<file path="src/conv_cfg_pkg.sv">
package conv_cfg_pkg;

    localparam int KW_WIDTH   = 2;
    localparam int KH_WIDTH   = 2;
    localparam int COLS_WIDTH = 10;
    localparam int CIN_WIDTH  = 10;

    // Count fields hold the value minus one.
    typedef struct packed {
        logic [KW_WIDTH-1:0]   kernel_w_1;
        logic [KH_WIDTH-1:0]   kernel_h_1;
        logic [COLS_WIDTH-1:0] cols_1;
        logic [CIN_WIDTH-1:0]  cin_1;
        logic                  is_relu;
    } conv_cfg_t;

    // IDLE waits for start, ACTIVE takes steps, DRAIN empties the pipe.
    typedef enum logic [1:0] {
        RUN_IDLE,
        RUN_ACTIVE,
        RUN_DRAIN
    } run_state_t;

endpackage

</file>
<file path="src/conv_data_pkg.sv">
package conv_data_pkg;

    localparam int DATA_WIDTH   = 16;
    localparam int ACC_WIDTH    = 40;
    localparam int PROD_WIDTH   = 2 * DATA_WIDTH;
    localparam int CONV_UNITS   = 8;
    localparam int KERNEL_H_MAX = 3;
    localparam int KERNEL_W_MAX = 3;
    localparam int PIX_ROWS     = CONV_UNITS + KERNEL_H_MAX - 1;

    typedef logic signed [DATA_WIDTH-1:0] word_t;
    typedef logic signed [PROD_WIDTH-1:0] prod_t;
    typedef logic signed [ACC_WIDTH-1:0]  acc_t;

    localparam acc_t SAT_MAX = acc_t'((2 ** (DATA_WIDTH - 1)) - 1);
    localparam acc_t SAT_MIN = -acc_t'(2 ** (DATA_WIDTH - 1));

    // One image column, word 0 is the top row.
    typedef struct packed {
        word_t [PIX_ROWS-1:0] word;
    } pix_beat_t;

    // One kernel column, tap 0 is the top row.
    typedef struct packed {
        word_t [KERNEL_H_MAX-1:0] tap;
    } wgt_beat_t;

    typedef struct packed {
        logic                   last;
        word_t [CONV_UNITS-1:0] data;
    } out_beat_t;

endpackage

</file>
<file path="src/conv_cfg_regs.sv">
`timescale 1ns/1ps

module conv_cfg_regs (
    input  logic                     aclk,
    input  logic                     arst_n,
    input  logic                     start,
    input  conv_cfg_pkg::conv_cfg_t  cfg,
    input  logic                     last_step,
    input  logic                     run_done,
    output conv_cfg_pkg::conv_cfg_t  cfg_q,
    output conv_cfg_pkg::run_state_t state,
    output logic                     busy,
    output logic                     cfg_error
);

    logic h_legal;
    logic w_legal;
    logic cfg_legal;

    // Heights of 1 or KERNEL_H_MAX only.
    assign h_legal   = (int'(cfg.kernel_h_1) == 0)
                    || (int'(cfg.kernel_h_1) == conv_data_pkg::KERNEL_H_MAX - 1);
    assign w_legal   = int'(cfg.kernel_w_1) < conv_data_pkg::KERNEL_W_MAX;
    assign cfg_legal = h_legal && w_legal;

    assign busy = (state != conv_cfg_pkg::RUN_IDLE);

    always_ff @(posedge aclk or negedge arst_n) begin
        if (!arst_n) begin
            state     <= conv_cfg_pkg::RUN_IDLE;
            cfg_q     <= '0;
            cfg_error <= 1'b0;
        end else begin
            case (state)
                conv_cfg_pkg::RUN_IDLE: begin
                    if (start) begin
                        if (cfg_legal) begin
                            cfg_q     <= cfg;
                            cfg_error <= 1'b0;
                            state     <= conv_cfg_pkg::RUN_ACTIVE;
                        end else begin
                            cfg_error <= 1'b1; // Held until a good start.
                        end
                    end
                end
                conv_cfg_pkg::RUN_ACTIVE: begin
                    if (last_step) begin
                        state <= conv_cfg_pkg::RUN_DRAIN;
                    end
                end
                conv_cfg_pkg::RUN_DRAIN: begin
                    if (run_done) begin
                        state <= conv_cfg_pkg::RUN_IDLE;
                    end
                end
                default: begin
                    state <= conv_cfg_pkg::RUN_IDLE;
                end
            endcase
        end
    end

    // A start during a run must not disturb the latched configuration.
    a_cfg_stable: assert property (
        @(posedge aclk) disable iff (!arst_n)
        busy |=> !busy || $stable(cfg_q)
    );

endmodule

</file>
<file path="config.mk">
export PLATFORM = sky130hd
export DESIGN_NAME = conv_cfg_regs
export DESIGN_NICKNAME = d
export VERILOG_FILES = /design/src/conv_cfg_pkg.sv /design/src/conv_data_pkg.sv /design/src/conv_cfg_regs.sv
export SDC_FILE = /design/constraint.sdc
export NUM_CORES = 1
export LEC_CHECK = 0
export ABC_AREA = 0
export BUFFER_PORTS_ARGS = -buffer_cell sky130_fd_sc_hd__clkbuf_2
export CORE_MARGIN = 4
export CORE_UTILIZATION = 47
export DETAILED_ROUTE_END_ITERATION = 7
export PLACE_DENSITY_LB_ADDON = 0.12
export SETUP_SLACK_MARGIN = 0.05
export SYNTH_ARGS = -nofsm -noshare
export SYNTH_HDL_FRONTEND = slang
export SYNTH_SLANG_ARGS = --single-unit
</file>
<file path="constraint.sdc">
create_clock -name aclk -period 4.2 [get_ports aclk]
set_clock_uncertainty 0.05 [all_clocks]
set_input_delay 0.42 -clock aclk [delete_from_list [all_inputs] [get_ports aclk]]
set_output_delay 0.42 -clock aclk [all_outputs]
set_load 0.05 [all_outputs]
</file>
After elaboration in Yosys (flattened, before gate mapping)
Cells that the tools add are included.
Widths: inputs -> output; s select.
{"block": "totals", "memories": 0, "rom_bits": 0, "latch_bits": 0, "wordCells": 29, "inputBits": 30, "regBits": 28, "out_inout_bits": 29, "mem_bits_rw": 0}
{"block": "classes", "bitwise_logic": 0, "n_addsub": 0, "n_div": 0, "n_shift": 0, "eq_ne": 7, "muxes": 6, "reduce_logical": 8, "order_cmp": 1, "multipliers": 0}
{"cell": "$mux 2", "count": 4}
{"cell": "$ne 2x2->1 const B", "count": 4}
{"cell": "$pmux 2 s3", "count": 1}
{"cell": "$eq 2x2->1 const B", "count": 2}
{"cell": "$logic_not 2->1", "count": 2}
{"cell": "$reduce_and 4->1", "count": 1}
{"cell": "$reduce_and 3->1", "count": 1}
{"cell": "$eq 2x1->1 const B", "count": 1}
{"cell": "$lt 2x2->1 const B", "count": 1}
{"cell": "$reduce_and 2->1", "count": 1}
{"cell": "$reduce_bool 2->1", "count": 1}
{"cell": "$logic_and 1x1->1", "count": 1}
{"cell": "$logic_or 1x1->1", "count": 1}
{"cell": "$mux 1", "count": 1}

Depth between registers and ports, before layout
{"block": "logic_depth", "word_depth": 6, "ltp_mapped": 4, "ltp_nobuf": 3}

Worst setup path before layout
Ideal clock, no wire load.
{"block": "synth_timing", "path_kind": "register -> register", "start": "register state[0]", "end": "register cfg_q[0] in the netlist's numbering", "period_less_slack_ps": 1634, "path_slack_ps": 2566, "path_buffers": 1, "required_time_ps": 4025, "arrival_time_ps": 1459, "setup_time_ps": 125, "path_stages_with_launch": 5, "cell_sequence": "dfrtp_1 nor2_2 nand3_4 buf_6 mux2_4"}
{"block": "synth_between", "elab_chain_cells": 2}
{"element": "start, declared", "line_no": "conv_cfg_regs.sv:11", "rtl": "output conv_cfg_pkg::run_state_t state,"}
{"element": "start signal, assigned", "line_no": "conv_cfg_regs.sv:30", "rtl": "state <= conv_cfg_pkg::RUN_IDLE;"}
{"element": "start signal, assigned", "line_no": "conv_cfg_regs.sv:40", "rtl": "state <= conv_cfg_pkg::RUN_ACTIVE;"}
{"element": "start signal, assigned", "line_no": "conv_cfg_regs.sv:48", "rtl": "state <= conv_cfg_pkg::RUN_DRAIN;"}
{"element": "$logic_not 2->1", "line_no": "conv_cfg_regs.sv:34", "rtl": "case (state)"}
{"element": "$reduce_and 3->1 (no source line)"}
{"element": "end signal, assigned", "line_no": "conv_cfg_regs.sv:38", "rtl": "cfg_q <= cfg;"}
{"element": "end, declared", "line_no": "conv_cfg_regs.sv:10", "rtl": "output conv_cfg_pkg::conv_cfg_t cfg_q,"}
No other way between the ends.
A chain may end at the register's enable or synchronous reset.

Worst setup path after layout
{"block": "layout_timing", "start": "register state[0]", "end": "output busy"}
{"block": "layout_between", "elab_chain_cells": 1}
{"element": "$reduce_bool 2->1", "line_no": "conv_cfg_regs.sv:26", "rtl": "assign busy = (state != conv_cfg_pkg::RUN_IDLE);"}
{"element": "end, declared", "line_no": "conv_cfg_regs.sv:12", "rtl": "output logic busy,"}
No other way between the ends.

==> results_dict.tcl <==
set metrics [dict create \
    wirelength_um 2170 \
    syn-cell-area_um2 1142 \
    grt_pass1_vias 812 \
    cts_resized 0 \
    cts.clk_slew.worst_paths_ns 0.13 \
    postSynthCellCount 66 \
    firstDrtPassIters 3 \
    max_freq_ghz 0.5649 \
    slew_headroom_pct 55.89 \
    layoutNonFillerInstCount 153 \
    grt_pass1_wl_um 3670 \
    yosys.area.top_type "dfrtp_1" \
    place_area_um2 1445 \
    grt_max_degree 29 \
    hp-class "primary input to async pin" \
    pin_count 59 \
    dieArea_um2 3283 \
    antenna_cells 0 \
    ys_top_cells_by_area "dfrtp_1 61%, mux2_4 24%, mux2_2 5.9%, buf_6 2.0%, nand3_4 1.5%" \
    synthMuxAreaShare_pct 29.57 \
    status "finished, final reports clean" \
    crit_arrival_ns 1.30 \
    finalSetupViolCount 0 \
    holdWs_ns 0.06004 \
    cts_setup_buffers 0 \
    grtUsageTotal_pct 14.52 \
    cp_slowest_stage_delay_ns 0.44 \
    start_kind "flop" \
    power.density_nw_per_um2 727.7 \
    syn2layout_area_growth_pct 28.48 \
    clock-root-buffer "clkbuf_4" \
    final_common_cell "clkbuf_2" \
    synth_fa_ha_area_share_pct 0 \
    hpwl_um 1653 \
    place_congestion 0.7606 \
    numCtsBuffers 3 \
    peakVddDrop_v 0.0004059 \
    vias 750 \
    drcViolationCount 0 \
    finalCritPeriodShare_pct 42.15 \
    cts_sinks 28 \
    ys.warnings.count 0 \
    required_ns 3.73 \
    final_nets 157 \
    synth_compound_area_share_pct 2.738 \
    antenna_found_initial 0 \
    hold_buffers 0 \
    wl_per_cell_um 14.18 \
    drt-initial-drc-count 22 \
    synth_top_area_share_pct 61.34 \
    fp.dieW_um 57.30 \
    core_area_um2 2255 \
    clk_latency_ns 0.31 \
    cts.htree.levels 1 \
    cts_tree "done" \
    syn_nets 96 \
    synth_top_family_by_area "multiplexers" \
    yosysSeqAreaShare_pct 61.34 \
    std_cell_rows 17 \
    worst_slew_pin_slew_ns 0.6617 \
    rsz0062_at_grt "false" \
    cp_max_fo 4 \
    ff_latch_area_um2 700.7 \
    synthSimpleGateAreaFrac_pct 3.724 \
    fill_cells 201 \
    syn_avg_cell_area_um2 17.31 \
    critPathCaptureType "output port" \
    io_buffers 58 \
    synthDistinctLibCells 14 \
    avgViaCountPerCell 4.902 \
    period_needed_ns 1.770 \
    path_class "flop to output port" \
    initial_core_util_pct 50.67 \
    synth-seq-cells 28 \
    antenna_left 0 \
    hold_viol 0 \
    dpl.cell_count 150 \
    fp.dieH_um 57.30 \
    multiInputGateArea_um2 411.6 \
    maxCapViolCount 0 \
    power.static_leakage_nw 0.8146 \
    slowest_stage "dfrtp_1" \
    grt-ovfl-total 0 \
    final_cell_mix "58 x clkbuf_2, 28 x dfrtp_1, 18 x mux2_4" \
    drive_gt1_share_pct 70.40 \
    tns_ns 0 \
    postLayoutCellArea_um2 1468 \
    path_cells "nor2_2 > inv_1 > clkbuf_2" \
    slew_viol_final 0 \
    clock_path_buffers 2 \
    synth_xor_xnor_area_share_pct 0 \
]
-- power breakdown --
group / internal (W) / switching [W] / total, W
Sequential: 0.000353 / 0.0000471 / 0.000401
Clock: 0.0000336 / 0.0000697 / 0.000103
Combinational: 0.000168 / 0.000396 / 0.000564
Total: 0.000555 / 0.000513 / 0.00107
-- cell families (layout without fill, tap and decap cells) --
| kind of cell | count (synthesis) | in the layout |
|---|---|---|
| flip-flops | 28 | 28 |
| AO/OA/AOI/OAI | 5 | 5 |
| multiplexers | 24 | 24 |
| AND/OR/NAND/NOR | 5 | 5 |
| buffers and inverters | 4 | 63 |
-- per-stage QoR --
stage	power [W]	utilization, %	setup WS [ns]
2_1_floorplan	0.0008466	-	2.566
3_3_place_gp	0.0009674	64.10	2.489
3_5_place_dp	0.0009763	64.10	2.448
4_1_cts	0.001083	65.09	2.410
5_1_grt	0.001125	65.09	2.345
6_report	0.001068	65.09	2.430
-- sequential cells by signal (all words and copies together) (netlist names) --
register	cells
cfg_q	25
state	2
cfg_error	1
-- worst paths after layout --
kind / start / endpoint / slack, ns / cells after the start
min in group aclk: last_step / state[0] / 0.24 / 2
min reg2reg: cfg_q[21] / cfg_q[21] / 0.45 / 1
max reg2reg: state[0] / cfg_q[7] / 2.52 / 3
min: arst_n / cfg_q[0] / 0.06 / 1
max: state[0] / busy / 2.43 / 3
max in group asynchronous: arst_n / cfg_q[12] / 3.62 / 1
-- cell type report --
| type | count | share of cell area [%] |
|---|---|---|
| multi-input combinational | 34 | 28.05 |
| clock buffer | 3 | 1.535 |
| timing repair buffer | 58 | 19.78 |
| tap | 28 | 2.387 |
| sequential | 28 | 47.74 |
| inverter | 2 | 0.5115 |
-- synth_stat cells, drive strengths merged --
cell    number
dfrtp       28
o21ai        1
nor2         1
o22ai        1
inv          2
mux2        24
a31oi        1
nand2b       2
buf          2
nand3        1
and2         1
a21oi        2
-- routing by layer --
metal	GRT usage, %	part of all wire, %
met1	17.21	41
met2	24.47	49
met3	3.846	8.6
met4	6.954	1.4
met5	0	0
-- critical path: cells and delay by family (launching register included) --
kind                   cells  cell delay (ns)
buffers and inverters      2             0.31
flip-flops                 1             0.44
AND/OR/NAND/NOR            1             0.23
Power figures use the tool's default switching activity.
