**src/conv_cfg_pkg.sv**
```systemverilog
package conv_cfg_pkg;

    localparam int KW_WIDTH   = 2;
    localparam int KH_WIDTH   = 2;
    localparam int COLS_WIDTH = 10;
    localparam int CIN_WIDTH  = 10;

    // Count fields hold the value minus one.
    typedef struct packed {
        logic [KW_WIDTH-1:0]   kernel_w_1;
        logic [KH_WIDTH-1:0]   kernel_h_1;
        logic [COLS_WIDTH-1:0] cols_1;
        logic [CIN_WIDTH-1:0]  cin_1;
        logic                  is_relu;
    } conv_cfg_t;

    // IDLE waits for start, ACTIVE takes steps, DRAIN empties the pipe.
    typedef enum logic [1:0] {
        RUN_IDLE,
        RUN_ACTIVE,
        RUN_DRAIN
    } run_state_t;

endpackage

```
**src/conv_sequencer.sv**
```systemverilog
`timescale 1ns/1ps

module conv_sequencer (
    input  logic                     aclk,
    input  logic                     arst_n,
    input  conv_cfg_pkg::conv_cfg_t  cfg_q,
    input  conv_cfg_pkg::run_state_t state,
    input  logic                     s_pixels_valid,
    input  logic                     s_weights_valid,
    output logic                     grant,
    output logic                     step_valid,
    output logic                     col_end,
    output logic                     col_last,
    output logic                     last_step,
    input  logic                     pop,
    output logic                     run_done
);

    logic [conv_cfg_pkg::KW_WIDTH-1:0]   kx;
    logic [conv_cfg_pkg::CIN_WIDTH-1:0]  ci;
    logic [conv_cfg_pkg::COLS_WIDTH-1:0] c;
    logic [1:0]                          pending;
    logic                                first_step;
    logic                                kx_wrap;
    logic                                ci_wrap;
    logic                                credit_ok;
    logic                                col_start;

    assign first_step = (kx == '0) && (ci == '0);
    assign kx_wrap    = (kx == cfg_q.kernel_w_1);
    assign ci_wrap    = (ci == cfg_q.cin_1);

    // A new column needs a free FIFO slot.
    assign credit_ok = !first_step || (pending < 2'd2);

    assign grant = (state == conv_cfg_pkg::RUN_ACTIVE)
                && s_pixels_valid && s_weights_valid && credit_ok;

    assign step_valid = grant;
    assign col_start  = grant && first_step;
    assign col_end    = grant && kx_wrap && ci_wrap;
    assign col_last   = (c == cfg_q.cols_1);
    assign last_step  = col_end && col_last;
    assign run_done   = (state == conv_cfg_pkg::RUN_DRAIN) && (pending == 2'd0);

    // Kx innermost, then ci, then c.
    always_ff @(posedge aclk or negedge arst_n) begin
        if (!arst_n) begin
            kx <= '0;
            ci <= '0;
            c  <= '0;
        end else if (grant) begin
            if (kx_wrap) begin
                kx <= '0;
                if (ci_wrap) begin
                    ci <= '0;
                    if (col_last) begin
                        c <= '0;
                    end else begin
                        c <= c + 1'b1;
                    end
                end else begin
                    ci <= ci + 1'b1;
                end
            end else begin
                kx <= kx + 1'b1;
            end
        end
    end

    // Columns started but not yet popped.
    always_ff @(posedge aclk or negedge arst_n) begin
        if (!arst_n) begin
            pending <= '0;
        end else begin
            case ({col_start, pop})
                2'b10:   pending <= pending + 2'd1;
                2'b01:   pending <= pending - 2'd1;
                default: pending <= pending;
            endcase
        end
    end

    a_credit_limit: assert property (
        @(posedge aclk) disable iff (!arst_n)
        pending <= 2'd2
    );

    // No step may follow the last step of a run.
    a_no_step_after_last: assert property (
        @(posedge aclk) disable iff (!arst_n)
        last_step |=> !grant
    );

endmodule

```
**config.mk**
```make
export PLATFORM = sky130hd
export DESIGN_NAME = conv_sequencer
export DESIGN_NICKNAME = d
export VERILOG_FILES = /design/src/conv_cfg_pkg.sv /design/src/conv_sequencer.sv
export SDC_FILE = /design/constraint.sdc
export NUM_CORES = 1
export LEC_CHECK = 0
export BUFFER_PORTS_ARGS = -buffer_cell sky130_fd_sc_hd__buf_2
export CORE_AREA = 2 2 66 68
export CTS_BUF_LIST = sky130_fd_sc_hd__clkbuf_8
export DETAILED_ROUTE_END_ITERATION = 10
export DIE_AREA = 0 0 68 70
export PLACE_DENSITY = 0.65
export SYNTH_ARGS = -nofsm -noshare
export SYNTH_HDL_FRONTEND = slang
export SYNTH_SLANG_ARGS = --single-unit
```
**constraint.sdc**
```tcl
create_clock -name aclk -period 3.15 [get_ports aclk]
set_input_delay 0.315 -clock aclk [delete_from_list [all_inputs] [get_ports aclk]]
set_output_delay 0.315 -clock aclk [all_outputs]
set_load 0.005 [all_outputs]
```
# [Word level (Yosys, flattened, before mapping)]
# Cells that the tools add are included.
[totals] ff_bits=24 wordCells=38
[op_classes] eq_ne=7 reduce_logical=17 add_sub_neg=5 order_cmp=1 mux=4
[op_table] operator="10-bit by 1-bit adder with 10-bit output (second input constant)" n=2
[op_table] operator="10-bit equality test" n=2
[op_table] operator="10-bit two-way mux" n=2
[op_table] operator="10-bit zero test" n=1
[op_table] operator="1-bit logical AND" n=9
[op_table] operator="2-bit by 1-bit adder with 2-bit output (second input constant)" n=2
[op_table] operator="2-bit by 1-bit equality test with 1-bit output (second input constant)" n=2
[op_table] operator="2-bit equality test (second input constant)" n=2
[op_table] operator="2-bit zero test" n=2
[op_table] operator="2-bit case mux with 2 select lines" n=1
[op_table] operator="3-bit AND reduction" n=1
[op_table] operator="2-bit equality test" n=1
[op_table] operator="2-bit less-than comparator (second input constant)" n=1
[op_table] operator="2-bit two-way mux" n=1
[op_table] operator="2-bit AND reduction" n=1
[op_table] operator="2-bit nonzero test" n=1
[op_table] operator="2-bit by 1-bit subtractor with 2-bit output (second input constant)" n=1
[op_table] operator="1-bit zero test" n=1
[op_table] operator="1-bit logical OR" n=1

# [Longest topological paths before layout]
[depth] word_depth=8 mapped_depth=11

# [Worst setup path before layout]
# No wires, ideal clock.
[synth_timing] path_kind="register to register" startpoint="register ci[0] (netlist name)" endpoint="register pending[1]" stages_incl_launch_ff=11 n_path_buf=0 t_required_ns=3.071 arrival_time_ns=1.909 setup_slack_ns=1.161 path_cell_list="dfrtp_1 -> inv_1 -> ha_1 -> nor4bb_1 -> nand4_1 -> nand2_1 -> inv_1 -> nand4_1 -> ha_1 -> nor2_1 -> xor2_1"
[synth_between] elab_chain_cells=8 elab_cells_between_ends=10 classes_between="eq/ne: 2; mux: 1; reduce/logical: 7"
[synth_rtl] element="start, declared" line="conv_sequencer.sv:20" rtl="logic [conv_cfg_pkg::CIN_WIDTH-1:0] ci;"
[synth_rtl] element="start signal, assigned" line="conv_sequencer.sv:63" rtl="ci <= ci + 1'b1;"
[synth_rtl] element="10-bit zero test (*)" line="conv_sequencer.sv:29" rtl="assign first_step = (kx == '0) && (ci == '0);"
[synth_rtl] element="1-bit logical AND (*)" line="conv_sequencer.sv:29"
[synth_rtl] element="1-bit zero test (*)" line="conv_sequencer.sv:34" rtl="assign credit_ok = !first_step || (pending < 2'd2);"
[synth_rtl] element="1-bit logical OR (*)" line="conv_sequencer.sv:34"
[synth_rtl] element="1-bit logical AND (*)" line="conv_sequencer.sv:37" rtl="&& s_pixels_valid && s_weights_valid && credit_ok;"
[synth_rtl] element="named net grant" line="conv_sequencer.sv:10" rtl="output logic grant,"
[synth_rtl] element="1-bit logical AND (*)" line="conv_sequencer.sv:40" rtl="assign col_start = grant && first_step;"
[synth_rtl] element="2-bit by 1-bit equality test with 1-bit output or 2-bit equality test (tied branches)" line="conv_sequencer.sv:76" rtl="case ({col_start, pop})"
[synth_rtl] element="2-bit case mux with 2 select lines or 2-bit nonzero test (tied branches)"
[synth_rtl] element="end signal, assigned" line="conv_sequencer.sv:77" rtl="2'b10: pending <= pending + 2'd1;"
[synth_rtl] element="end signal, assigned" line="conv_sequencer.sv:78" rtl="2'b01: pending <= pending - 2'd1;"
[synth_rtl] element="end signal, assigned" line="conv_sequencer.sv:79" rtl="default: pending <= pending;"
[synth_rtl] element="end, declared" line="conv_sequencer.sv:22" rtl="logic [1:0] pending;"
# Mark *: on every way through the listed nets, which the timed path passes. The rest lies on a longest branch.
# A chain may end at the register's enable or synchronous reset.

# [Worst setup path in the final report]
[layout_timing] startpoint="register ci[0] (netlist name)" endpoint="output port last_step"
[layout_between] elab_chain_cells=8 elab_cells_between_ends=9 classes_between="eq/ne: 1; reduce/logical: 8"
[layout_rtl] element="10-bit zero test" line="conv_sequencer.sv:29"
[layout_rtl] element="1-bit logical AND" line="conv_sequencer.sv:29"
[layout_rtl] element="1-bit zero test" line="conv_sequencer.sv:34"
[layout_rtl] element="1-bit logical OR" line="conv_sequencer.sv:34"
[layout_rtl] element="1-bit logical AND" line="conv_sequencer.sv:37"
[layout_rtl] element="1-bit logical AND" line="conv_sequencer.sv:41" rtl="assign col_end = grant && kx_wrap && ci_wrap;"
[layout_rtl] element="1-bit logical AND (*)" line="conv_sequencer.sv:41"
[layout_rtl] element="1-bit logical AND (*)" line="conv_sequencer.sv:43" rtl="assign last_step = col_end && col_last;"
[layout_rtl] element="end, declared" line="conv_sequencer.sv:14" rtl="output logic last_step,"
# Every way passes the cells marked *; elsewhere a longest branch is shown, timed or not.

==> impl_metrics.csv <==
group,metric,value,unit
sta,fin_crit_sh,81.1,%
route,routed_wl,3660,um
clock_tree,hold_buffers,0,
floorplan,dieArea,4760,um^2
route,drtIter0Drc,120,
placement,dpl.hpwl,2700,um
route,drc_errors,0,
finish,diodes,0,
power,p_leak,0.893,nW
clock_tree,cts-root-buf,"clkbuf_8",
finish,drive_gt1_share,25.2,%
critical_path,endpoint_kind,"output pin",
global_route,antenna_found_initial,0,
route,ant_nets,0,
clock_tree,cts_resized,0,
clock_tree,clk_pin_slew,90,ps
critical_path,path_cells,"inv_1 > ha_1 > nor4bb_1 > nand4_1 > nand3_2 > nor3_1 > buf_2",
floorplan,core_area,4140,um^2
min_path,hold_path_class,"primary input to asynchronous set/reset pin",
finish,fillCellCount,408,
finish,fin_nets,248,
power,p_per_area,421,nW/um^2
critical_path,cpPeakStageDelay,450,ps
route,first_pass_iters,4,
yosys,yosysSeqAreaShare,34.0,%
global_route,grt_max_degree,25,
global_route,grt-ovfl-total,0,
route,viasPerCell,5.48,
sta,relSlewSlack,62.9,%
clock_tree,tritoncts,"built",
yosys,synthCells,181,
sta,hold_violations,0,
status,outcome,"finished, final reports clean",
sta,fin_skew,2.46,ps
yosys,synth_area,1770,um^2
critical_path,cpMaxStageDelayCell,"dfrtp_1",
sta,fmax,391,MHz
sta,setup_viol,0,
critical_path,reg2regPathDepth,10,
global_route,grt_use_total,16.9,%
finish,layout_common_cells,"buf_2 (34), dfrtp_1 (24), xor2_1 (22)",
sta,slew_violations,0,
clock_tree,post_cts_buffers,0,
global_route,grt_pass1_wl,6240,um
floorplan,io_pins,38,
power,ir_drop,0.510,mV
floorplan,row_count,24,
yosys,synth_cell_types,44,
critical_path,start_kind,"flop",
critical_path,worstSetupPathType,"flop to output pin",
yosys,yosysWarnings,0,
critical_path,crit_fanout,21,
clock_tree,cts_htree_levels,1,
critical_path,cp.arrival,2240,ps
finish,final_common_cell,"buf_2",
placement,place_area,1930,um^2
floorplan,initial_utilization,42.6,%
sta,min_period,2560,ps
floorplan,fp.dieW,68,um
critical_path,cp.required,2830,ps
floorplan,die_h,70,um
finish,area_delta_synth_final,13.5,%
sta,fin_setup_tns,0,ps
sta,rsz0062_at_grt,"no",
clock_tree,clock_latency,280,ps
clock_tree,numCtsBuffers,3,
sta,worst_pin_slew,557,ps
clock_tree,cts_num_sinks,24,
route,num_vias,1435,
placement,io_buffers,34,
yosys,synth_area_per_cell,9.76,um^2
clock_tree,clk_path_buf_depth,2,
run,max_cap_violations,0,
global_route,grt_pass1_vias,1368,
route,wl_per_cell,14.0,um
yosys,synthesis.nets,218,
yosys,synth-seq-cells,24,
finish,fin_area,2000,um^2
placement,gp_congestion,0.825,
state kept, by name, indices dropped and copies added, names as in the netlist:
name and cells:
kx 2, pending 2, ci 10, c 10
cells by family after synthesis:
| group | Yosys count | share of synthesized area (%) |
|---|---|---|
| xor gates and xnor gates | 25 | 12.8 |
| and+or+nand+nor | 65 | 25.1 |
| adders and majority gates | 5 | 3.54 |
| buffers and inverters | 18 | 5.81 |
| AOI/OAI and AO/OA | 44 | 18.7 |
| DFF | 24 | 34.0 |
per-layer routing:
layer	GRT usage, %	vias up	share of wire [%]
met4	2.67	0	0.68
li1	-	713	-
met5	0	-	0
met1	22.3	686	46
met2	28.3	32	48
met3	4.03	4	4.8
final cells by class:
class                           count  area, um^2  area share, %
Multi-Input combinational cell    139        1060           53.1
Timing Repair Buffer               34         170           8.49
Inverter                            9        33.8           1.69
Clock inverter                      1        30.0           1.50
Tap cell                           52        65.1           3.25
Clock buffer                        3        41.3           2.06
Sequential cell                    24         601           30.0
metrics by stage:
stage | hold slack (ps) | power (mW) | setup WS (ps) | std cells | utilization [%]
6_report | 8.58 | 0.843 | 594 | 262 | 48.4
5_1_grt | 50.6 | 0.896 | 361 | 262 | 48.4
4_1_cts | 35.8 | 0.851 | 606 | 262 | 48.4
3_5_place_dp | 344 | 0.567 | 915 | 258 | 46.6
3_3_place_gp | 345 | 0.565 | 948 | 258 | 46.6
2_1_floorplan | 19.4 | 0.508 | 1160 | 181 | -
synthesized netlist by cell type:
cell type	number	area share [%]
dfrtp_1	24	34
xor2_1	22	11
nor2_1	13	2.8
o21ai_0	12	3.4
nand3_1	10	2.8
inv_1	9	1.9
a22o_1	8	4.0
nand2_1	8	1.7
and3_1	6	2.1
ha_1	5	3.5
a21o_1	4	1.7
nand2b_1	4	1.4
nand4_1	4	1.4
nor4_4	4	4.8
a31oi_1	3	1.1
buf_4	3	1.3
buf_6	3	1.9
o22ai_1	3	1.1
a211oi_1	2	0.85
nand3_2	2	1.1
nand3_4	2	2.0
nor3_1	2	0.57
nor4_1	2	0.71
o211ai_1	2	0.85
o2bb2ai_1	2	0.99
o31ai_1	2	0.85
or2_2	2	0.71
xnor2_1	2	0.99
a211o_1	1	0.50
a211oi_2	1	0.71
a32o_1	1	0.57
and4b_1	1	0.57
buf_1	1	0.21
buf_2	1	0.28
clkbuf_1	1	0.21
nor2_4	1	0.64
nor2b_1	1	0.35
nor4b_1	1	0.50
nor4bb_1	1	0.57
o21ai_1	1	0.28
o31ai_2	1	0.71
o31ai_4	1	1.2
or3_1	1	0.35
xor2_2	1	0.92
worst paths after layout:
kind,from,end,slack (ps)
setup / recovery,ci[0]$_DFFE_PN0P_,last_step,590
hold / removal,arst_n,c[2]$_DFFE_PN0P_,9
setup reg to reg,ci[0]$_DFFE_PN0P_,pending[1]$_DFFE_PN0P_,940
hold reg to reg,pending[1]$_DFFE_PN0P_,pending[1]$_DFFE_PN0P_,530
max in group asynchronous,arst_n,pending[0]$_DFFE_PN0P_,2760
min in group aclk,pop,pending[0]$_DFFE_PN0P_,370
power by group:
group          leakage (nW)  switching, mW  total, mW  internal, mW
logic                 0.552         0.0935      0.177        0.0831
clock network        0.0357          0.113      0.283         0.170
registers             0.305         0.0409      0.383         0.343
total                 0.893          0.247      0.843         0.596
worst max-delay path: cells and delay by family, from the launching register on:
kind | cells | cell delay (ps)
flops | 1 | 450
simple gates | 4 | 1100
buf+inv | 2 | 230
fa+ha+maj | 1 | 190
No activity file was read; power rests on OpenSTA's default activity.
