**config.mk**
```make
export PLATFORM = sky130hd
export DESIGN_NAME = conv_output_stage
export DESIGN_NICKNAME = d
export VERILOG_FILES = /design/src/conv_data_pkg.sv /design/src/conv_output_stage.sv
export SDC_FILE = /design/constraint.sdc
export NUM_CORES = 1
export LEC_CHECK = 0
export ABC_AREA = 1
export BUFFER_PORTS_ARGS = -buffer_cell sky130_fd_sc_hd__buf_4
export CORE_AREA = 2 2 180 182
export DETAILED_ROUTE_END_ITERATION = 8
export DIE_AREA = 0 0 182 184
export PLACE_DENSITY = 0.66
export SYNTH_ARGS = -nofsm -noshare
export SYNTH_HDL_FRONTEND = slang
export SYNTH_SLANG_ARGS = --single-unit
```
**constraint.sdc**
```tcl
create_clock -name aclk -period 7.56 [get_ports aclk]
set_clock_uncertainty 0.05 [all_clocks]
set_input_delay 2.268 -clock aclk [delete_from_list [all_inputs] [get_ports aclk]]
set_output_delay 2.268 -clock aclk [all_outputs]
set_load 0.02 [all_outputs]
```
**src/conv_data_pkg.sv**
```systemverilog
package conv_data_pkg;

    localparam int DATA_WIDTH   = 16;
    localparam int ACC_WIDTH    = 40;
    localparam int PROD_WIDTH   = 2 * DATA_WIDTH;
    localparam int CONV_UNITS   = 8;
    localparam int KERNEL_H_MAX = 3;
    localparam int KERNEL_W_MAX = 3;
    localparam int PIX_ROWS     = CONV_UNITS + KERNEL_H_MAX - 1;

    typedef logic signed [DATA_WIDTH-1:0] word_t;
    typedef logic signed [PROD_WIDTH-1:0] prod_t;
    typedef logic signed [ACC_WIDTH-1:0]  acc_t;

    localparam acc_t SAT_MAX = acc_t'((2 ** (DATA_WIDTH - 1)) - 1);
    localparam acc_t SAT_MIN = -acc_t'(2 ** (DATA_WIDTH - 1));

    // One image column, word 0 is the top row.
    typedef struct packed {
        word_t [PIX_ROWS-1:0] word;
    } pix_beat_t;

    // One kernel column, tap 0 is the top row.
    typedef struct packed {
        word_t [KERNEL_H_MAX-1:0] tap;
    } wgt_beat_t;

    typedef struct packed {
        logic                   last;
        word_t [CONV_UNITS-1:0] data;
    } out_beat_t;

endpackage

```
**src/conv_output_stage.sv**
```systemverilog
`timescale 1ns/1ps

module conv_output_stage (
    input  logic                                                aclk,
    input  logic                                                arst_n,
    input  logic                                                acc_valid,
    input  conv_data_pkg::acc_t [conv_data_pkg::CONV_UNITS-1:0] acc,
    input  logic                                                acc_last,
    input  logic                                                is_relu,
    output logic                                                m_valid,
    output conv_data_pkg::out_beat_t                            m_out,
    input  logic                                                m_ready,
    output logic                                                pop
);

    conv_data_pkg::out_beat_t wr_beat;
    conv_data_pkg::out_beat_t fifo_mem [2];

    logic       wr_ptr;
    logic       rd_ptr;
    logic [1:0] count;
    logic       push;
    logic       full;

    always_comb begin : p_sat
        conv_data_pkg::word_t sat;
        wr_beat.last = acc_last;
        for (int u = 0; u < conv_data_pkg::CONV_UNITS; u++) begin
            if (acc[u] > conv_data_pkg::SAT_MAX) begin
                sat = conv_data_pkg::word_t'(conv_data_pkg::SAT_MAX);
            end else if (acc[u] < conv_data_pkg::SAT_MIN) begin
                sat = conv_data_pkg::word_t'(conv_data_pkg::SAT_MIN);
            end else begin
                sat = acc[u][conv_data_pkg::DATA_WIDTH-1:0];
            end
            if (is_relu && sat[conv_data_pkg::DATA_WIDTH-1]) begin
                sat = '0;
            end
            wr_beat.data[u] = sat;
        end
    end

    assign push    = acc_valid;
    assign full    = (count == 2'd2);
    assign m_valid = (count != 2'd0);
    assign pop     = m_valid && m_ready;
    assign m_out   = fifo_mem[rd_ptr];

    always_ff @(posedge aclk) begin
        if (push) begin
            fifo_mem[wr_ptr] <= wr_beat;
        end
    end

    always_ff @(posedge aclk or negedge arst_n) begin
        if (!arst_n) begin
            wr_ptr <= 1'b0;
            rd_ptr <= 1'b0;
            count  <= '0;
        end else begin
            if (push) wr_ptr <= ~wr_ptr;
            if (pop) rd_ptr <= ~rd_ptr;
            case ({push, pop})
                2'b10:   count <= count + 2'd1;
                2'b01:   count <= count - 2'd1;
                default: count <= count;
            endcase
        end
    end

    // Credit in the sequencer keeps the FIFO from overflowing.
    a_no_overflow: assert property (
        @(posedge aclk) disable iff (!arst_n)
        push |-> !full
    );

    a_hold_stable: assert property (
        @(posedge aclk) disable iff (!arst_n)
        m_valid && !m_ready |=> m_valid && $stable(m_out)
    );

endmodule

```
Yosys cells after proc, flatten, opt, wreduce, memory -nomap -nowiden --
Memory sizes are Yosys's and may differ from the RTL's. Cells that the tools add are included.
Storage, ports and cells: bits in registers 4, output and inout port bits 131, input bits 326, memory bits (writable) 258, memory bits (read-only) 0, logic and storage cells 64, memories kept 1, bits in latches 0
Operators by class: divide/modulo/power cells 0, bitwise operators 2, add/sub/neg operators 2, $mul 0, equality and inequality tests 2, reduce and logical (&&, ||, !) cells 11, order comparisons 16, multiplexer cells 27, shifts and indexed selects 0
Memory list:
- fifo_mem | words 2, bits a word 129, rd ports 1, clocked after Yosys merged registers in 0, write ports 1, RTL line conv_output_stage.sv:17 | conv_data_pkg::out_beat_t fifo_mem [2];
Operators with widths (number):
- 16-bit 2-to-1 mux | 24
- 40-bit by 16-bit > comparator with 1-bit output, second input constant | 8
- 40-bit by 16-bit < comparator with 1-bit output, second input constant | 8
- 1-bit logical AND | 9
- 2-bit one-hot mux with 2 select lines | 1
- 2-bit nonzero test | 2
- 2-bit by 1-bit adder with 2-bit output, second input constant | 1
- 2-bit by 1-bit == test with 1-bit output, second input constant | 1
- 2-bit == test, second input constant | 1
- 1-bit 2-to-1 mux | 2
- 1-bit NOT | 2
- 2-bit by 1-bit subtractor with 2-bit output, second input constant | 1

Depth between registers and ports, before layout --
Gate-level depths: netlist of the first run.
depth in word-level cells 5, gate-level depth with buffers 9, depth with buffers taken out 8

Least setup slack after synthesis of the first run --
No wires, ideal clock.
kind input -> register, start point input acc_valid, end point memory fifo_mem[0][0] (netlist bit) (enable), arrival time 7.729 ns, slack -0.842 ns, setup time 0.622 ns, required time 6.888 ns, stages on the path 2, cell sequence inv_1 -> nor2_1
Between the ends: word-level cells in the longest chain between the ends 2
Ends and longest elaborated chain:
- from (decl) | RTL line conv_output_stage.sv:6 | input logic acc_valid,
- 1-bit 2-to-1 mux | RTL line conv_output_stage.sv:50 | if (push) begin
- 1-bit 2-to-1 mux (implied by the code) | RTL line conv_output_stage.sv:51 | fifo_mem[wr_ptr] <= wr_beat;
- to (decl) | RTL line conv_output_stage.sv:17
Every way passes these cells.

==> metrics.txt, run 1 <==
status completed; proportion of layout cells with a drive suffix above 1 0.303; hold depth 1; Reg2Reg Depth 3; fin. max-slew vios 0; Port-buffer cells 456; Fmax 187 MHz; endpoints failing hold 0; post-synthesis sequential area ratio 0.639; Finished Cell Area 17000 um2; drt drc 0; top cells by area, synth edfxtp_1 (63%), nand2_1 (16%), nor2_1 (8.1%), a21oi_1 (4.5%), nand4_1 (1.2%); CP Launch Type flip-flop; Mapped Cells approximately 1300; Post-Route WL 36800 um; first-pass GRT wire length 55100 um; Slowest cell on crit path dfrtp_4; count of cell types in the netlist 26; postcts setup bufs 0; initial antenna violation count 0; Yosys reg bits 262; area grow syn2layout 38.2%; R2R Path Start wr_ptr; synthesized area around 12000 um2; Cell Pwr Density 333 nW/um2; IO Pins 457; total negative setup slack 0 ps; vias per cell slightly below 5; Max-Cap Viols 0; CTS H-tree lvls 1; YS warnings 0; Post-synth EDFFs 258; Placed Area 16000 um2; period utilization 0.708; worst-path fanout max 68; HP Class flip-flop to flip-flop; largest net degree at the start of global routing 130; routability cong. 0.901; gr ovfl total 0; worst hold slack 425 ps; critical path class flip-flop to primary output; VDD IR-drop max 184 uV; clk buf depth 3; Clock Sinks 262; Starting Density 0.391; hold_sp count[1]; Worst Path Arrival slightly above 3000 ps; vias in the first global route 10400; Synth Area per Inst 9.37 um2; drt wl/cell approximately 17 um; leading area contributor after synthesis edfxtp_1; die height 184 um; utilization after layout 0.541; full die area 33500 um2; Clock transition at path regs about 60 ps; Core Region 31400 um2; number of DRC markers in iteration 0 about 610; Yosys top cell area share 0.631; Post-CTS Resized 0; antenna viol nets, final 0; most common cell in the netlist nand2_1; num rows 65; Worst-Margin Slew 804 ps; Worst setup EP type primary output; WP data required between 5000 and 6000 ps; critical path cell sequence inv_4 -> buf_4 -> nand2_1 -> nand2_1 -> buf_4; post-DP HPWL 25800 um; drt pass-1 iters 7; die width ~180 um; R2R Path End fifo_mem[1][105]; sink of the worst hold path count[1]; Syn Nets 1638; Slew HR 0.464; unrepaired setup endpoints after global routing false; # nets final 2074; crit path time final 5350 ps; ys flop type edfxtp_1; GRT Overall Usage 0.211; CTS Buf Count 28; fraction of registers with async set/reset 0.0153; Setup-failing EPs final 0; vias 10700; CP peak stage delay around 740 ps; Worst-Skew Late Latency 530 ps; R2R Setup Slk 5150 ps; Leakage Power 7.43 nW; clock root cell clkbuf_16; CTS tree built; cts hold-fix bufs 0; Inserted Diodes 0; most frequent cells after synthesis nand2_1 (524), nor2_1 (266), edfxtp_1 (258)
[per-layer routing]
metal,global-route usage,routed length [um],vias to the layer above
met3,0.0440,2940,78
met2,0.368,18000,486
met4,0.0797,1280,0
met1,0.257,14500,4920
met5,0,0,-
li1,-,-,5230
[worst max-delay path: cells and delay by family, from the launching register on]
family / cells / cell delay (ps)
buffers and inverters: 3 / 1420
flip-flops: 1 / 740
AND/OR/NAND/NOR: 2 / 240
[cells by family (layout without fill, tap and decap cells)]
logic type | Yosys count | in the layout | share of synthesized area
simple gates | 843 | 843 | 0.271
flops | 262 | 262 | 0.639
compound gates | 124 | 124 | 0.0551
buf+inv | 77 | 535 | 0.0317
xor+xnor | 4 | 4 | 0.00285
fa+ha+maj | 1 | 1 | 0.00102
[layout by cell type (no fill, tap or decap), types with 4 or more instances in the layout]
master	count
a21oi_1	111
a21oi_2	10
buf_4	459
bufinv_16	7
clkbuf_1	7
clkbuf_16	29
clkinv_1	5
edfxtp_1	258
inv_1	20
nand2_1	524
nand2_2	7
nand3_1	10
nand3_2	7
nand4_1	24
nor2_1	265
nor3_2	4
[metrics by stage]
stage	power [mW]	setup slack (ps)	cells
floorplan	3.25	1410	1311
global placement	4.21	2560	2119
detailed placement	4.23	2550	2119
CTS	5.73	2130	2171
global route	5.95	1970	2171
finish	5.66	2210	2171
[area by class of cell]
cell class	instances	area, um2
flip-flops and latches	262	7850
well taps	402	503
repair buffers	460	3470
clock inverters	16	256
clock buffers	36	752
fillers	2878	14400
inverters	23	93.8
multi-input cells	972	4060
[flip-flops by register name (all words and copies together), names as in the netlist]
name and count:
count 2, fifo_mem 258, rd_ptr 1, wr_ptr 1
[worst max-delay path by stage]
stage / from / end / cells after the start
after floorplan: acc_valid / fifo_mem[0][0] / 2
after detailed placement: m_ready / pop / 4
final: rd_ptr / m_out[22] / 5
after CTS: rd_ptr / m_out[22] / 5
after global routing: rd_ptr / m_out[77] / 5
after global placement: m_ready / pop / 4
[where the power goes]
group | internal [mW] | switching, mW | total [mW]
logic | 0.752 | 1.33 | 2.08
clock network | 0.939 | 0.544 | 1.48
registers | 1.96 | 0.134 | 2.09
total | 3.65 | 2.01 | 5.66
No activity file was read; power rests on OpenSTA's default activity.
==> run 2: changes to the inputs <==
--- a/config.mk
+++ b/config.mk
@@ -7,10 +7,10 @@
 export LEC_CHECK = 0
 export ABC_AREA = 1
 export BUFFER_PORTS_ARGS = -buffer_cell sky130_fd_sc_hd__buf_4
-export CORE_AREA = 2 2 180 182
+export CORE_AREA = 2 2 179 181
 export DETAILED_ROUTE_END_ITERATION = 8
-export DIE_AREA = 0 0 182 184
-export PLACE_DENSITY = 0.66
+export DIE_AREA = 0 0 181 183
+export PLACE_DENSITY = 0.69
 export SYNTH_ARGS = -nofsm -noshare
 export SYNTH_HDL_FRONTEND = slang
 export SYNTH_SLANG_ARGS = --single-unit
==> constraint.sdc (replaced) <==
create_clock -name aclk -period 4.6 [get_ports aclk]
set_clock_uncertainty 0.05 [all_clocks]
set_input_delay 1.38 -clock aclk [delete_from_list [all_inputs] [get_ports aclk]]
set_output_delay 1.38 -clock aclk [all_outputs]
set_load 0.02 [all_outputs]
==> metrics.txt, run 2 (synthesis gave the netlist of run 1 again) <==
CTS tree built; cts hold-fix bufs 0; Worst-Margin Slew 737 ps; Port-buffer cells 456; Cell Pwr Density 548 nW/um2; num rows 65; Worst setup EP type primary output; number of DRC markers in iteration 0 705; VDD IR-drop max 342 uV; CTS Buf Count 28; full die area 33100 um2; first-pass GRT wire length 54200 um; fin. max-slew vios 0; period utilization 0.810; worst-path fanout max 57; largest reg by FF count fifo_mem; Finished Cell Area 17100 um2; drt drc 0; Starting Density 0.393; postcts setup bufs 0; total negative setup slack 0 ps; die width 181 um; unrepaired setup endpoints after global routing false; clk buf depth 3; endpoints failing hold 0; Core Region 31200 um2; initial antenna violation count 1; WP data required 3170 ps; CTS H-tree lvls 1; Placed Area 16000 um2; HP Class flip-flop to flip-flop; vias in the first global route 10500; Worst Path Arrival 2290 ps; crit path time final 3720 ps; final cell count without fillers 2174; status completed; final worst slack 876 ps; CP Launch Point rd_ptr; Largest register FFs around 260; Post-CTS Resized 0; routability cong. between 0.8 and 0.9; Fmax 269 MHz; Max-Cap Viols 0; Post-Place Setup Slack 1370 ps; GRT Overall Usage 0.207; vias between 10000 and 15000; Post-Route WL 35500 um; R2R Path Start wr_ptr; commonest cells after routing, fill and taps aside nand2_1 (524), buf_4 (458), nor2_1 (265); Leakage Power 7.47 nW; Tot Pwr around 9.3 mW; vias per cell 4.92; proportion of layout cells with a drive suffix above 1 0.308; Inserted Diodes 0; Setup-failing EPs final 0; Clock Sinks 262; CP Launch Type flip-flop; Worst-Skew Late Latency 540 ps; area grow syn2layout 38.8%; gr ovfl total 0; clock root cell clkbuf_16; worst hold slack between 400 and 500 ps; # nets final slightly above 2000; commonest non-fill, non-tap cell in the layout nand2_1; hold_sp count[1]; die height 183 um; Clock transition at path regs roughly 60 ps; Slew HR 0.508; drt wl/cell 16.3 um; drt pass-1 iters 7; biggest regs fifo_mem x258, count x2; IO Pins 457; largest net degree at the start of global routing 130; utilization after layout 0.546; placed insts 2122; critical path class flip-flop to primary output; antenna viol nets, final 0; post-DP HPWL 24600 um
[run 2: path summary, 6_finish.rpt]
| kind | end | slack (ps) | depth (start not counted) |
|---|---|---|---|
| hold / removal | count[1] | 410 | 1 |
| hold reg to reg | count[1] | 410 | 1 |
| setup reg to reg | fifo_mem[1][16] | 2720 | 3 |
| min in group asynchronous | count[0] | 580 | 1 |
| setup / recovery | m_out[92] | 880 | 5 |
| max in group asynchronous | rd_ptr | 3790 | 1 |
[run 2: metal layers]
| layer | share of wire | GRT usage | routed length [um] |
|---|---|---|---|
| met5 | 0.00045 | 0 | 16 |
| met4 | 0.040 | 0.0859 | 1430 |
| met3 | 0.079 | 0.0461 | 2820 |
| met2 | 0.49 | 0.362 | 17300 |
| met1 | 0.39 | 0.249 | 13900 |
[run 2: power breakdown]
group	switching [mW]	internal, mW	leakage [nW]
Sequential	0.122	3.21	2.51
Combinational	2.30	1.28	4.46
Clock	0.929	1.50	0.498
Total	3.35	6.00	7.47
[run 2: layout make-up]
| type | instances | area [um2] |
|---|---|---|
| repair buffers | 463 | 3540 |
| fillers | 2751 | 14200 |
| inverters | 23 | 93.8 |
| multi-input cells | 972 | 4060 |
| flip-flops and latches | 262 | 7850 |
| well taps | 402 | 503 |
| clock buffers | 33 | 749 |
| clock inverters | 19 | 267 |
[run 2: worst max-delay path, cell delays in order, from the launching register on]
cell     delay (ps)
dfrtp_4         500
inv_4           500
buf_4           410
nand2_1          90
nand2_1          80
buf_4           150
==> run 3: changes to the inputs <==
--- a/config.mk
+++ b/config.mk
@@ -7,10 +7,10 @@
 export LEC_CHECK = 0
 export ABC_AREA = 1
 export BUFFER_PORTS_ARGS = -buffer_cell sky130_fd_sc_hd__buf_4
-export CORE_AREA = 2 2 179 181
+export CORE_AREA = 2 2 180 182
 export DETAILED_ROUTE_END_ITERATION = 8
-export DIE_AREA = 0 0 181 183
-export PLACE_DENSITY = 0.69
+export DIE_AREA = 0 0 182 184
+export PLACE_DENSITY = 0.66
 export SYNTH_ARGS = -nofsm -noshare
 export SYNTH_HDL_FRONTEND = slang
 export SYNTH_SLANG_ARGS = --single-unit
==> constraint.sdc (replaced) <==
create_clock -name aclk -period 3.5 [get_ports aclk]
set_clock_uncertainty 0.05 [all_clocks]
set_input_delay 1.05 -clock aclk [delete_from_list [all_inputs] [get_ports aclk]]
set_output_delay 1.05 -clock aclk [all_outputs]
set_load 0.02 [all_outputs]
==> metrics.txt, run 3 (synthesis gave the netlist of run 1 again) <==
worst-path fanout max 25; period utilization 0.910; Worst-Margin Slew 719 ps; vias in the first global route slightly above 10000; num rows 65; Post-Route WL 35700 um; crit path time final 3180 ps; Core Region 31400 um2; initial antenna violation count 0; drt pass-1 iters 5; HP Class input pin to async pin; gr ovfl total 0; Worst-Skew Late Latency between 500 and 600 ps; unrepaired setup endpoints after global routing false; drt wl/cell 16.4 um; fin. max-slew vios 0; CTS tree built; Worst Path Arrival 2080 ps; Bufs and invs on worst path 3; vias approximately 11000; largest reg by FF count fifo_mem; total negative setup slack 0 ps; biggest regs fifo_mem x258, count x2; largest net degree at the start of global routing 111; # nets final 2082; Slowest cell on crit path dfrtp_4; Cell Pwr Density 708 nW/um2; Clock Sinks ~260; CP Launch Type flip-flop; proportion of layout cells with a drive suffix above 1 0.306; Post-CTS Resized 0; cts hold-fix bufs 0; postcts setup bufs 0; Worst setup EP type primary output; Inserted Diodes 0; critical path class flip-flop to primary output; Largest register FFs 258; vias per cell 4.88; R2R Path End count[1]; commonest cells after routing, fill and taps aside nand2_1 (524), buf_4 (461), nor2_1 (265); Tot Pwr ~12 mW; VDD IR-drop max 404 uV; endpoints failing hold 0; Port-buffer cells 456; R2R Path Start count[0]; die width around 180 um; full die area 33500 um2; clk buf depth 3; Max-Cap Viols 0; GRT Overall Usage 0.205; Clock transition at path regs 60 ps; critical path cell sequence inv_4 -> buf_4 -> nand2_1 -> nand2_1 -> buf_4; Slew HR 0.519; routability cong. about 0.86; die height 184 um; WP data required approximately 2400 ps; post-DP HPWL about 25000 um; area grow syn2layout 38.3%; CTS Buf Count 29; met1 wire length 13900 um; antenna viol nets, final 0; met2 routed WL 17900 um; Top Metal Used met4; commonest non-fill, non-tap cell in the layout nand2_1; R2R Setup Slk 1770 ps; Setup-failing EPs final 0; CTS H-tree lvls 1; met3 wire length between 2000 and 3000 um; status completed; Reg2Reg Depth 7; CP peak stage delay 600 ps; Fmax 314 MHz; number of DRC markers in iteration 0 605; IO Pins 457; CP Launch Point rd_ptr; clock root cell clkbuf_16; first-pass GRT wire length 53900 um; Top delay family on crit path buffers and inverters; drt drc 0; Starting Density 0.391; Leakage Power 7.43 nW
==> run 3: changes by cell type in the layout (fill, tap and decap cells not counted), sizes merged <==
cell      delta
buf          +4
bufinv       -3
inv          -1
clkinvlp     +1
==> run 3: worst max-delay path by stage <==
stage / to / slack, ps / cells past startpoint
floorplan: fifo_mem[1][0] / 20 / 2
global placement: fifo_mem[0][84] / 760 / 7
detailed placement: fifo_mem[1][84] / 700 / 7
CTS: m_out[33] / 260 / 5
global route: m_out[44] / 150 / 5
finish: m_out[34] / 320 / 5
==> run 3: power breakdown <==
part | total (mW) | switching [mW] | leakage, nW | internal (mW)
Combinational | 4.68 | 2.97 | 4.48 | 1.70
Sequential | 4.43 | 0.204 | 2.51 | 4.22
Clock | 2.92 | 1.19 | 0.445 | 1.73
==> run 3: metrics by stage <==
step / setup WS [ps] / util / cell area, um2 / cells / hold WS [ps]
after floorplan: 22.3 / - / 12300 / 1311 / 389
after global placement: 757 / 0.512 / 16100 / 2126 / 402
after detailed placement: 701 / 0.512 / 16100 / 2126 / 414
after CTS: 262 / 0.541 / 17000 / 2175 / 233
after global routing: 152 / 0.541 / 17000 / 2175 / 229
final: 317 / 0.541 / 17000 / 2175 / 256
==> run 3: layer usage <==
metal | vias up | track usage
li1 | 5245 | -
met1 | 4867 | 0.245
met2 | 439 | 0.366
met3 | 56 | 0.0503
met4 | 0 | 0.0610
met5 | - | 0
==> run 3: final cells by class <==
| cell class | instances | area, um2 |
|---|---|---|
| inverters | 23 | 92.6 |
| flip-flops and latches | 262 | 7850 |
| multi-input cells | 972 | 4060 |
| clock buffers | 33 | 741 |
| fillers | 2842 | 14400 |
| well taps | 402 | 503 |
| repair buffers | 467 | 3580 |
| clock inverters | 16 | 163 |
